--- src/hw/led_drive_pkg.sv ---
package led_drive_pkg;

  // 4x4 matrix, position index = row * MATRIX_COLS + col
  localparam int MATRIX_ROWS = 4;
  localparam int MATRIX_COLS = 4;
  localparam int ROW_BITS    = $clog2(MATRIX_ROWS);
  localparam int COL_BITS    = $clog2(MATRIX_COLS);

  typedef logic [ROW_BITS+COL_BITS-1:0] scan_idx_t;

  localparam int SCAN_STEP_CYCLES = 32;                      // clocks per lit position
  localparam int SCAN_DIV_BITS    = $clog2(SCAN_STEP_CYCLES);

  // fade generator
  localparam int AMP_BITS = 10;

  typedef logic [AMP_BITS-1:0] amp_t;

  localparam amp_t AMP_MAX = amp_t'((1 << AMP_BITS) - 1);   // full scale

  // kept short so a whole ramp period fits in a simulation run
  localparam int RAMP_STEP_CYCLES = 4;
  localparam int RAMP_DIV_BITS    = $clog2(RAMP_STEP_CYCLES);

endpackage

--- src/hw/spi_link_pkg.sv ---
package spi_link_pkg;

  // one host frame, shifted MSB first
  localparam int FRAME_BITS = 16;

  // clk cycles the host holds each sck/si level (slave needs at least 4)
  localparam int HOST_HOLD_CLKS = 8;

  typedef logic [FRAME_BITS-1:0] frame_t; // led word, pin snapshot, shifters

endpackage
--- src/hw/doppler_ctrl_top.sv ---
`timescale 1ns/100ps

module doppler_ctrl_top (
  input  logic                                  clk,
  input  logic                                  rst,
  input  logic                                  cfg_cs,
  input  logic                                  cfg_sck,
  input  logic                                  cfg_si,
  input  logic                                  pdm_hold,
  input  spi_link_pkg::frame_t                  pin_in,
  output logic                                  cfg_so,
  output logic                                  pdm_led,
  output logic [led_drive_pkg::MATRIX_COLS-1:0] aled,
  output logic [led_drive_pkg::MATRIX_ROWS-1:0] kled_tri
);

  spi_link_pkg::frame_t led_bits;  // committed host word
  led_drive_pkg::amp_t  ramp_amp;

  spi_frame_slave i_spi (
    .clk      (clk),
    .rst      (rst),
    .cfg_cs   (cfg_cs),
    .cfg_sck  (cfg_sck),
    .cfg_si   (cfg_si),
    .pin_in   (pin_in),
    .cfg_so   (cfg_so),
    .led_bits (led_bits)
  );

  led_matrix_scan i_scan (
    .clk      (clk),
    .rst      (rst),
    .led_bits (led_bits),
    .aled     (aled),
    .kled_tri (kled_tri)
  );

  // fade path for the indicator output
  saw_ramp i_ramp (
    .clk (clk),
    .rst (rst),
    .amp (ramp_amp)
  );

  pdm_modulator i_pdm (
    .clk  (clk),
    .rst  (rst),
    .hold (pdm_hold),
    .din  (ramp_amp),
    .dout (pdm_led)
  );

endmodule

--- src/hw/pdm_modulator.sv ---
`timescale 1ns/100ps

module pdm_modulator (
  input  logic                clk,
  input  logic                rst,
  input  logic                hold,
  input  led_drive_pkg::amp_t din,
  output logic                dout
);

  led_drive_pkg::amp_t din_q;  // input register
  led_drive_pkg::amp_t err;    // running quantization error

  always_ff @(posedge clk) begin
    if (rst)
      din_q <= '0;
    else
      din_q <= din;
  end

  // first order error feedback that keeps err within 0..AMP_MAX
  always_ff @(posedge clk) begin
    if (rst || hold) begin
      dout <= 1'b0;
      err  <= '0;
    end else if (din_q >= err) begin
      dout <= 1'b1;
      err  <= err + (led_drive_pkg::AMP_MAX - din_q);
    end else begin
      dout <= 1'b0;
      err  <= err - din_q;
    end
  end

  // the indicator goes dark the cycle after hold
  a_hold_dark : assert property (
    @(posedge clk) disable iff (rst) hold |=> !dout
  );

endmodule

--- src/hw/saw_ramp.sv ---
`timescale 1ns/100ps

module saw_ramp (
  input  logic                clk,
  input  logic                rst,
  output led_drive_pkg::amp_t amp
);

  logic [led_drive_pkg::RAMP_DIV_BITS-1:0] div_cnt;
  logic                                    step;

  assign step = (div_cnt == led_drive_pkg::RAMP_DIV_BITS'(led_drive_pkg::RAMP_STEP_CYCLES - 1));

  always_ff @(posedge clk) begin
    if (rst) begin
      div_cnt <= '0;
      amp     <= led_drive_pkg::AMP_MAX; // start at full scale
    end else begin
      div_cnt <= step ? '0 : div_cnt + 1'b1;
      if (step) begin
        // falling edge of the saw, jump back up after zero
        if (amp == '0)
          amp <= led_drive_pkg::AMP_MAX;
        else
          amp <= amp - 1'b1;
      end
    end
  end

endmodule

--- src/hw/led_matrix_scan.sv ---
`timescale 1ns/100ps

module led_matrix_scan (
  input  logic                                    clk,
  input  logic                                    rst,
  input  spi_link_pkg::frame_t                    led_bits,
  output logic [led_drive_pkg::MATRIX_COLS-1:0]   aled,     // active low column select
  output logic [led_drive_pkg::MATRIX_ROWS-1:0]   kled_tri  // one-hot row enable or all off
);

  logic [led_drive_pkg::SCAN_DIV_BITS-1:0] step_cnt;
  led_drive_pkg::scan_idx_t                pos;

  logic [led_drive_pkg::ROW_BITS-1:0]    row_sel;
  logic [led_drive_pkg::COL_BITS-1:0]    col_sel;
  logic [led_drive_pkg::MATRIX_ROWS-1:0] row_hot;
  logic [led_drive_pkg::MATRIX_COLS-1:0] col_hot;

  // step divider and position index starting at 0
  always_ff @(posedge clk) begin
    if (rst) begin
      step_cnt <= '0;
      pos      <= '0;
    end else if (step_cnt ==
                 led_drive_pkg::SCAN_DIV_BITS'(led_drive_pkg::SCAN_STEP_CYCLES - 1)) begin
      step_cnt <= '0;
      pos      <= pos + 1'b1; // wraps after the last position
    end else begin
      step_cnt <= step_cnt + 1'b1;
    end
  end

  // row = pos / cols and col = pos % cols
  assign col_sel = pos[led_drive_pkg::COL_BITS-1:0];
  assign row_sel = pos[led_drive_pkg::COL_BITS +: led_drive_pkg::ROW_BITS];

  always_comb begin
    row_hot          = '0;
    col_hot          = '0;
    row_hot[row_sel] = 1'b1;
    col_hot[col_sel] = 1'b1;
  end

  always_ff @(posedge clk) begin
    if (rst) begin
      aled     <= ~led_drive_pkg::MATRIX_COLS'(1); // column 0
      kled_tri <= '0;
    end else begin
      aled     <= ~col_hot;
      kled_tri <= led_bits[pos] ? row_hot : '0; // dark positions leave all rows off
    end
  end

  a_aled_one_low : assert property (
    @(posedge clk) disable iff (rst) $onehot(~aled)
  );

  a_kled_onehot0 : assert property (
    @(posedge clk) disable iff (rst) $onehot0(kled_tri)
  );

endmodule

--- src/hw/spi_frame_slave.sv ---
`timescale 1ns/100ps

module spi_frame_slave (
  input  logic                 clk,
  input  logic                 rst,
  input  logic                 cfg_cs,
  input  logic                 cfg_sck,
  input  logic                 cfg_si,
  input  spi_link_pkg::frame_t pin_in,
  output logic                 cfg_so,
  output spi_link_pkg::frame_t led_bits
);

  // two-flop synchronizers, bit 0 is the first stage
  logic [1:0] cs_sync;
  logic [1:0] sck_sync;
  logic [1:0] si_sync;

  logic cs_rise;
  logic cs_fall;
  logic sck_rise;
  logic frame_active;

  spi_link_pkg::frame_t shift_in;   // incoming word, MSB first
  spi_link_pkg::frame_t shift_out;  // pin readback

  always_ff @(posedge clk) begin
    if (rst) begin
      cs_sync  <= 2'b11; // idle deselected, no false edge out of reset
      sck_sync <= 2'b00;
      si_sync  <= 2'b00;
    end else begin
      cs_sync  <= {cs_sync[0], cfg_cs};
      sck_sync <= {sck_sync[0], cfg_sck};
      si_sync  <= {si_sync[0], cfg_si};
    end
  end

  assign cs_rise      = cs_sync[0] & ~cs_sync[1];
  assign cs_fall      = ~cs_sync[0] & cs_sync[1];
  assign sck_rise     = sck_sync[0] & ~sck_sync[1];
  assign frame_active = ~cs_sync[1];

  // shift-in side, committed to the led word when cs goes high
  always_ff @(posedge clk) begin
    if (rst) begin
      shift_in <= '0;
      led_bits <= '0;
    end else if (cs_rise) begin
      led_bits <= shift_in;
    end else if (sck_rise && frame_active) begin
      shift_in <= {shift_in[spi_link_pkg::FRAME_BITS-2:0], si_sync[1]};
    end
  end

  // readback side
  // snapshot at frame start, then one bit per sck rise with ones behind it
  always_ff @(posedge clk) begin
    if (rst) begin
      shift_out <= '1;
    end else if (cs_fall) begin
      shift_out <= pin_in;
    end else if (sck_rise && frame_active) begin
      shift_out <= {shift_out[spi_link_pkg::FRAME_BITS-2:0], 1'b1};
    end
  end

  assign cfg_so = shift_out[spi_link_pkg::FRAME_BITS-1]; // next return bit

  a_cs_edges_exclusive : assert property (
    @(posedge clk) disable iff (rst) !(cs_rise && cs_fall)
  );

endmodule

--- config.mk ---
export PLATFORM = sky130hd
export DESIGN_NAME = doppler_ctrl_top
export DESIGN_NICKNAME = d
export VERILOG_FILES = /design/src/hw/led_drive_pkg.sv /design/src/hw/spi_link_pkg.sv /design/src/hw/doppler_ctrl_top.sv /design/src/hw/pdm_modulator.sv /design/src/hw/saw_ramp.sv /design/src/hw/led_matrix_scan.sv /design/src/hw/spi_frame_slave.sv
export SDC_FILE = /design/constraint.sdc
export NUM_CORES = 1
export LEC_CHECK = 0
export BUFFER_PORTS_ARGS = -buffer_cell sky130_fd_sc_hd__clkbuf_2
export CORE_ASPECT_RATIO = 0.9
export CORE_MARGIN = 2
export CORE_UTILIZATION = 45
export DETAILED_ROUTE_END_ITERATION = 8
export HOLD_SLACK_MARGIN = 0.08
export PLACE_DENSITY = 0.63
export SYNTH_ARGS = -nofsm -noshare
export SYNTH_HDL_FRONTEND = slang
export SYNTH_SLANG_ARGS = --single-unit
--- constraint.sdc ---
create_clock -name clk -period 3.1 [get_ports clk]
set_clock_uncertainty 0.05 [all_clocks]
set_input_delay 0.62 -clock clk [delete_from_list [all_inputs] [get_ports clk]]
set_output_delay 0.62 -clock clk [all_outputs]
set_load 0.01 [all_outputs]
==> qor.yml, run 1 <==
synthesis:
  synth_most_common_cell: "nand2_1"
  synth_area_leaders: "dfxtp_1, nand2_1, ha_1"
  async_flop_share_pct: 0
  synth_edf_count: 0
  ys_ff_latch: 104
  ys_warn_count: 0
  syn_area_sq_um: 4430
  synth_largest_area_cell: "dfxtp_1"
  synth_commonest_cells: "nand2_1, dfxtp_1, a21oi_1"
  synth_top_area_share_pct: 47.0
  synth_cells: 504
  syn_nets: 548
  ys_types: 48
  avgSynthCellArea_sq_um: 8.79
  yosysSeqAreaShare_pct: 47.0
  synth_flop_cell: "dfxtp_1"
setup_path:
  criticalPathCategory: "flop to flop"
  required_ns: 3.30
  critPathArrivalTime_ns: 2.68
  crit_buf_inv: 1
  crit_path_max_fanout: 7
  critPathSlowestCell: "a2111oi_2"
  crit_chain: "inv_1, ha_1, fa_1, nand2b_1, a31oi_2, o21ai_1, a2111oi_2, o31a_1, nor3_1"
  max_stage_delay_ns: 0.46
  start_kind: "flop"
  end_kind: "flop"
  regToRegSetupSlack_ns: 0.62
  cp_top_family: "compound AO/OA/AOI/OAI gates"
timing:
  tns_ns: 0
  grt_setup_unrepaired: "no"
  hold_violations: 0
  min_period_ns: 2.48
  fmax_mhz: 402
  period_share_pct: 80.2
  relSlewSlack_pct: 28.3
  worst_pin_slew_ns: 1.07
  finalSetupViolCount: 0
  slew_violations: 0
detailed_routing:
  wl_per_cell_microns: 12.8
  first_iter_violations: 197
  wl_microns: 8310
  vias_per_cell: 5.19
  vias: 3380
  first_pass_iters: 4
  antenna_left: 0
  drc: 0
floorplan:
  dieArea_sq_um: 10700
  start_util_pct: 46.1
  ios: 32
  fp-row-count: 34
  die_w_microns: 109
  fp.dieH_microns: 98.1
  core_sq_um: 9610
global_route:
  grt_max_degree: 83
  overflow: 0
  antenna_found_initial: 0
  grt_usage_pct: 16.9
  grt_pass1_wl_microns: 14600
  first_global_vias: 3189
placed_design:
  detailed_place_hpwl_microns: 5670
  place_congestion: 0.869
  io_buffers: 31
  placedCellCount: 635
clock_network:
  clk_latency_ns: 0.36
  tritoncts: "built"
  cts_root_buf: "clkbuf_8"
  cts_buffers: 9
  cts_hold_buf: 0
  cts.sinks: 104
  path_clk_slew_ns: 0.10
  htree_levels: 3
  postCtsSetupBuffers: 0
  clockBufferDepth: 2
  cts_resized: 0
job:
  maxCapViolCount: 0
pwr:
  pwr_density_cell_nw_per_um2: 524
  vdd_drop_max_mv: 0.288
  leakage_uw: 0.00193
  p_total_uw: 2540
finish:
  regArea_sq_um: 2080
  layout.nets: 564
  antenna_cells: 0
  nFillCells: 965
  multiInputGateArea_sq_um: 2150
  drive_above_1_share_pct: 13.0
  final_cells: 651
  area_delta_synth_final_pct: 9.52
status:
  status: "finished, final reports clean"
worst_hold_path:
  worstHoldPathType: "flop to flop"
==> registers in the layout, indices dropped and copies added (netlist names), 4 cells and up <==
signal	count
i_pdm.din_q	10
i_pdm.err	10
i_ramp.amp	10
i_scan.aled	4
i_scan.kled_tri	4
i_scan.pos	4
i_scan.step_cnt	5
i_spi.led_bits	16
i_spi.shift_in	16
i_spi.shift_out	16
==> per-layer routing <==
layer	share of wire [%]	track usage, %	routed length [microns]	vias up
li1	-	-	-	1753
met1	50	22.9	4140	1566
met2	45	25.9	3730	57
met3	4.5	5.27	372	4
met4	0.83	4.83	69	0
met5	0	0	0	-
==> layout by cell type (no fill, tap or decap), types with 7 or more instances in the layout <==
master	n
nor3_1	15
nand3_1	9
ha_1	20
nor2_1	22
clkbuf_2	31
nand2b_1	7
dfxtp_1	104
nand4_1	7
clkbuf_8	13
o21ai_0	9
nand2_1	109
nor2b_1	15
a221oi_1	16
inv_1	21
a21oi_1	42
==> per-stage QoR <==
stage	utilization [%]	hold slack [ns]	setup WS, ns	area, sq um
finish	50.5	0.384	0.615	4850
global route	50.5	0.385	0.403	4850
CTS	50.5	0.372	0.619	4850
detailed placement	48.4	0.370	0.633	4650
global placement	48.4	0.362	0.643	4650
floorplan	-	0.354	0.796	4430
==> cell type report <==
class	instances	share of cell area [%]
timing repair buffer	35	3.82
multi-input combinational	349	44.3
tap	126	3.25
clock inverter	3	0.438
sequential	104	42.9
clock buffer	13	3.69
inverter	21	1.62
==> cell families after synthesis <==
| logic type | share of synthesized area (%) |
|---|---|
| multiplexers | 2.71 |
| flip-flops | 47.0 |
| buffers and inverters | 4.52 |
| adder cells (fa/ha/maj) | 6.55 |
| AND/OR/NAND/NOR | 23.1 |
| AO/OA/AOI/OAI | 14.0 |
| XOR/XNOR | 2.18 |
==> path summary, 6_finish.rpt <==
| path | from | endpoint | cells past startpoint |
|---|---|---|---|
| max | i_pdm.err[0] | i_pdm.err[9] | 9 |
| min | i_ramp.div_cnt[0] | i_ramp.div_cnt[0] | 1 |
| max reg2reg | i_pdm.err[0] | i_pdm.err[9] | 9 |
| min reg2reg | i_ramp.div_cnt[0] | i_ramp.div_cnt[0] | 1 |
==> where the power goes <==
group / switching, uW / leakage, uW / internal, uW
sequential: 23.1 / 0.000850 / 1380
clock: 455 / 0.000102 / 382
combinational: 175 / 0.000982 / 121
total: 653 / 0.00193 / 1890
(Power assumes the default switching activity.)
==> run 2: changes to the inputs <==
==> constraint.sdc (replaced) <==
create_clock -name clk -period 2.4 [get_ports clk]
set_clock_uncertainty 0.05 [all_clocks]
set_input_delay 0.48 -clock clk [delete_from_list [all_inputs] [get_ports clk]]
set_output_delay 0.48 -clock clk [all_outputs]
set_load 0.01 [all_outputs]
==> run 2 against run 1 <==
  * Sequential cell count stayed put
  * Largest cell class unchanged
  * Non-clock buffer count is 8 higher
  * Combinational power is 46% higher
  * Largest power group unchanged
  * Core utilization is 1.7 points higher
  * First-iteration DRC count is 38% lower
  * Clock-buffer cell count is 3 lower
  * Design area is 3.4% higher
  * Critical path type unchanged
  * Worst setup slack worse by 0.54 ns
==> qor.yml, run 2 (synthesized netlist as in run 1, its figures left out) <==
placed_design:
  io_buffers: 31
  detailed_place_hpwl_microns: 5790
  place_congestion: 0.865
  post-place-ws_ns: -0.0186
setup_path:
  regToRegSetupSlack_ns: 0.08
  r2r-end: "i_pdm.err[5]"
  end_kind: "flop"
  crit_chain: "inv_1, ha_1, fa_2, nand2b_4, a31oi_4, buf_4, o21a_4, or4b_4, a31oi_4, nor3b_2"
  r2r-start: "i_pdm.err[0]"
  crit_path_max_fanout: 6
  rr_worst_depth: 10
  required_ns: 2.61
  max_stage_delay_ns: 0.56
  critPathSlowestCell: "or4b_4"
  criticalPathCategory: "flop to flop"
  crit_path_frequent_cell: "a31oi_4"
  critPathArrivalTime_ns: 2.53
  start_kind: "flop"
floorplan:
  fp.dieH_microns: 98.1
  core_sq_um: 9610
  die_w_microns: 109
  fp-row-count: 34
  ios: 32
  start_util_pct: 46.1
  dieArea_sq_um: 10700
detailed_routing:
  first_pass_iters: 4
  first_iter_violations: 123
  wl_per_cell_microns: 12.5
  drc: 0
  wl_microns: 8240
  vias_per_cell: 5.08
  antenna_left: 0
  vias: 3349
timing:
  relSlewSlack_pct: 36.9
  period_share_pct: 96.7
  min_period_ns: 2.32
  worst_pin_slew_ns: 0.942
  hold_violations: 0
  slew_violations: 0
  finalSetupViolCount: 0
  hold_slack_ns: 0.248
  fmax_mhz: 431
  layout_setup_ws_ns: 0.0794
global_route:
  overflow: 0
  grt_pass1_wl_microns: 14400
  grt_max_degree: 60
  grt_usage_pct: 16.7
  first_global_vias: 3225
  antenna_found_initial: 0
finish:
  nFillCells: 934
  antenna_cells: 0
  reg.largest.list: "i_spi.led_bits (16), i_spi.shift_in (16), i_spi.shift_out (16)"
  drive_above_1_share_pct: 16.3
  final_common_cell: "nand2_1"
  layout_common_cells: "nand2_1, dfxtp_1, a21oi_1, clkbuf_2, nor2_1"
  area_delta_synth_final_pct: 13.2
  layout.nets: 572
job:
  maxCapViolCount: 0
clock_network:
  clockBufferDepth: 2
  cts.sinks: 104
  htree_levels: 3
  clk_latency_ns: 0.37
  cts_root_buf: "clkbuf_8"
  cts_buffers: 9
  cts_hold_buf: 0
  tritoncts: "built"
  path_clk_slew_ns: 0.10
pwr:
  leakage_uw: 0.00198
  vdd_drop_max_mv: 0.351
  pwr_density_cell_nw_per_um2: 674
worst_hold_path:
  whs_path_depth: 2
  worstHoldPathType: "input port to flop"
  min-delay-start: "cfg_cs"
  hold_end: "i_spi.cs_sync[0]"
status:
  status: "finished, final reports clean"
[run 2: cell types whose count changed in the layout (fill, tap and decap cells not counted), sizes merged]
cell / change
buf: +8
clkbuf: -3
inv: +2
bufinv: +1
[run 2: worst max-delay path by stage]
stage / from / end / slack, ns / cells past startpoint
2_1_floorplan: i_pdm.err[0] / i_pdm.err[9] / 0.1 / 9
5_1_grt: i_pdm.din_q[1] / i_pdm.err[5] / -0.01 / 8
3_5_place_dp: i_pdm.err[0] / i_pdm.err[9] / -0.02 / 9
6_report: i_pdm.err[0] / i_pdm.err[5] / 0.08 / 10
3_3_place_gp: i_pdm.err[0] / i_pdm.err[9] / 0.04 / 9
4_1_cts: i_pdm.err[0] / i_pdm.err[8] / 0.002 / 9
[run 2: area by class of cell]
type	count	area [sq um]	area share [%]
Multi-Input combinational cell	349	2240	44.6
Sequential cell	104	2080	41.6
Timing Repair Buffer	43	245	4.89
Tap cell	126	158	3.14
Clock buffer	10	138	2.75
Inverter	21	78.8	1.57
Clock inverter	6	72.6	1.45
[run 2: worst max-delay path: cells and delay by family, from the launching register on]
kind            cells  cell delay (ns)
simple gates        3             0.77
compound gates      3             0.47
buf+inv             2             0.20
flops               1             0.33
fa+ha+maj           2             0.38
[run 2: power breakdown]
group | switching [uW] | leakage, uW | internal (uW)
clock network | 605 | 0.000104 | 524
logic | 246 | 0.00103 | 186
registers | 30.7 | 0.000850 | 1790
[run 2: what timing repair did]
| action | in CTS | in global routing |
|---|---|---|
| pin swaps | 1 | 6 |
| resized for setup | 1 | 16 |
| setup buffers | 0 | 0 |
| setup endpoints to repair | 3 | 9 |
[run 2: through the flow]
step | TNS [ns] | area, sq um | util, % | total power [uW] | std cells
floorplan | 0 | 4430 | - | 2150 | 504
global placement | 0 | 4710 | 49.0 | 2250 | 643
detailed placement | -0.0372 | 4710 | 49.0 | 2260 | 643
CTS | 0 | 4920 | 51.2 | 3390 | 659
global route | -0.0100 | 5010 | 52.1 | 3550 | 659
finish | 0 | 5010 | 52.1 | 3380 | 659
[run 2: per-layer routing]
metal	GRT usage (%)	up-vias	share of wire (%)
met1	22.5	1523	51
met2	25.8	42	44
met5	0	-	0
li1	-	1776	-
met4	4.93	0	1.1
met3	5.01	8	3.4
==> run 3: changes to the inputs <==
--- a/config.mk
+++ b/config.mk
@@ -9,9 +9,11 @@
 export CORE_ASPECT_RATIO = 0.9
 export CORE_MARGIN = 2
 export CORE_UTILIZATION = 45
+export CTS_BUF_LIST = sky130_fd_sc_hd__clkbuf_8
 export DETAILED_ROUTE_END_ITERATION = 8
 export HOLD_SLACK_MARGIN = 0.08
 export PLACE_DENSITY = 0.63
 export SYNTH_ARGS = -nofsm -noshare
 export SYNTH_HDL_FRONTEND = slang
+export SYNTH_HIERARCHICAL = 1
 export SYNTH_SLANG_ARGS = --single-unit
==> run 3 against run 2 <==
  * Global-route usage is 0.13 points higher
  * Total power is 6.9% higher
  * Register-to-register slack better by 0.05 ns
==> qor.yml, run 3 <==
synthesis:
  syn_area_sq_um: 4700
  async_flop_share_pct: 0
  yosysSeqAreaShare_pct: 44.3
  synth_flop_cell: "dfxtp_1"
  avgSynthCellArea_sq_um: 9.40
  syn_nets: 543
  ys_types: 70
  synth_commonest_cells: "dfxtp_1, nand2_1, a21oi_1"
  ys_warn_count: 6
  synth_cells: 500
  synth_edf_count: 0
  synth_area_leaders: "dfxtp_1, nand2_1, ha_1"
  synth_top_area_share_pct: 44.3
  synth_largest_area_cell: "dfxtp_1"
  synth_most_common_cell: "dfxtp_1"
  ys_ff_latch: 104
timing:
  hold_violations: 0
  grt_setup_unrepaired: "no"
  tns_ns: 0
  fmax_mhz: 441
  layout_setup_ws_ns: 0.134
  relSlewSlack_pct: 46.7
  hold_slack_ns: 0.238
  period_share_pct: 94.4
  min_period_ns: 2.27
  finalSetupViolCount: 0
  slew_violations: 0
  worst_pin_slew_ns: 0.796
finish:
  drive_above_1_share_pct: 20.2
  antenna_cells: 0
  layout.nets: 578
  design_area_sq_um: 5280
  area_delta_synth_final_pct: 12.4
  nFillCells: 938
  reg.largest.list: "i_spi/led_bits (16), i_spi/shift_in (16), i_spi/shift_out (16)"
  layout_common_cells: "dfxtp_1, nand2_1, a21oi_1, clkbuf_2, inv_1"
  final_common_cell: "dfxtp_1"
floorplan:
  fp-row-count: 35
  die_w_microns: 112
  ios: 32
  dieArea_sq_um: 11300
  start_util_pct: 46.1
  fp.dieH_microns: 101
  core_sq_um: 10200
setup_path:
  max_stage_delay_ns: 0.45
  critPathArrivalTime_ns: 2.47
  end_kind: "flop"
  crit_buf_inv: 1
  crit_path_max_fanout: 7
  start_kind: "flop"
  criticalPathCategory: "flop to flop"
  cp_top_family: "compound AO/OA/AOI/OAI gates"
  critPathSlowestCell: "or3_4"
  crit_chain: "inv_1, ha_2, nand4_2, or3_4, a221oi_2, a211oi_2, a211oi_1, o21ai_1"
  required_ns: 2.61
placed_design:
  detailed_place_hpwl_microns: 6530
  post-place-ws_ns: -0.106
  place_congestion: 0.891
  io_buffers: 31
  placed_area_sq_um: 5030
clock_network:
  htree_levels: 3
  cts_root_buf: "clkbuf_8"
  clockBufferDepth: 2
  cts.sinks: 104
  tritoncts: "built"
  path_clk_slew_ns: 0.10
  clk_latency_ns: 0.37
  cts_buffers: 9
detailed_routing:
  first_iter_violations: 263
  wl_microns: 9310
  antenna_left: 0
  drc: 0
  wl_per_cell_microns: 13.9
  vias: 3580
  vias_per_cell: 5.35
  first_pass_iters: 4
status:
  status: "finished, final reports clean"
global_route:
  overflow: 0
  antenna_found_initial: 0
  grt_pass1_wl_microns: 15500
  grt_max_degree: 47
  first_global_vias: 3303
  grt_usage_pct: 16.8
pwr:
  leakage_uw: 0.00214
  pwr_density_cell_nw_per_um2: 684
  p_total_uw: 3610
  vdd_drop_max_mv: 0.401
job:
  maxCapViolCount: 0
worst_hold_path:
  worstHoldPathType: "input port to flop"
==> run 3: power breakdown <==
part | internal [uW] | total (uW) | leakage (uW) | switching (uW)
Clock | 503 | 1140 | 0.000101 | 637
Combinational | 294 | 632 | 0.00119 | 338
Sequential | 1800 | 1840 | 0.000850 | 42.1
==> run 3: kinds of logic (layout without fill, tap and decap cells) <==
logic type | count (synthesis) | count (layout) | synth area share, %
buffers and inverters | 54 | 94 | 5.59
xor gates and xnor gates | 10 | 10 | 1.86
AOI/OAI and AO/OA | 122 | 122 | 18.5
adders and majority gates | 21 | 21 | 5.91
muxes | 8 | 8 | 2.82
DFF | 104 | 104 | 44.3
and+or+nand+nor | 181 | 181 | 21.0
==> run 3: worst register-to-register path: stages (launching register included) <==
cell and delay (ns):
dfxtp_1 0.32, inv_1 0.04, ha_2 0.37, nand4_2 0.13, or3_4 0.45, a221oi_2 0.34, a211oi_2 0.15, a211oi_1 0.21
o21ai_1 0.10
==> run 3: layer usage <==
| layer | track usage [%] | part of all wire [%] |
|---|---|---|
| met5 | 0 | 0 |
| met4 | 5.89 | 1.7 |
| met3 | 4.27 | 4.6 |
| met2 | 25.6 | 44 |
| met1 | 23.2 | 50 |
==> run 3: path summary, 6_finish.rpt <==
check                    startpoint           endpoint  slack (ns)  cells past startpoint
hold / removal               cfg_cs   i_spi/cs_sync[0]        0.24                      2
setup reg to reg     i_pdm/din_q[5]       i_pdm/err[8]        0.13                      8
setup / recovery     i_pdm/din_q[5]       i_pdm/err[8]        0.13                      8
hold reg to reg   i_ramp/div_cnt[0]  i_ramp/div_cnt[0]        0.39                      1
==> run 3: cell type report <==
| cell class | count | area, sq um | share of cell area (%) |
|---|---|---|---|
| Multi-Input combinational cell | 342 | 2390 | 45.3 |
| Sequential cell | 104 | 2080 | 39.4 |
| Timing Repair Buffer | 54 | 340 | 6.44 |
| Tap cell | 129 | 161 | 3.06 |
| Clock buffer | 9 | 124 | 2.34 |
| Clock inverter | 7 | 90.1 | 1.71 |
| Inverter | 24 | 90.1 | 1.71 |
==> run 3: stage by stage <==
stage | std cells | utilization [%]
floorplan | 500 | -
global placement | 653 | 49.3
detailed placement | 653 | 49.3
CTS | 669 | 51.5
global route | 669 | 51.8
finish | 669 | 51.8
==> run 3: what timing repair did <==
action                                  CTS  global route
endpoints found under the setup margin    9             8
pin swaps                                 0             1
buffers inserted                          0             0
hold buffers                              0             0
gates cloned                              0             0
gates resized for setup                   2             8
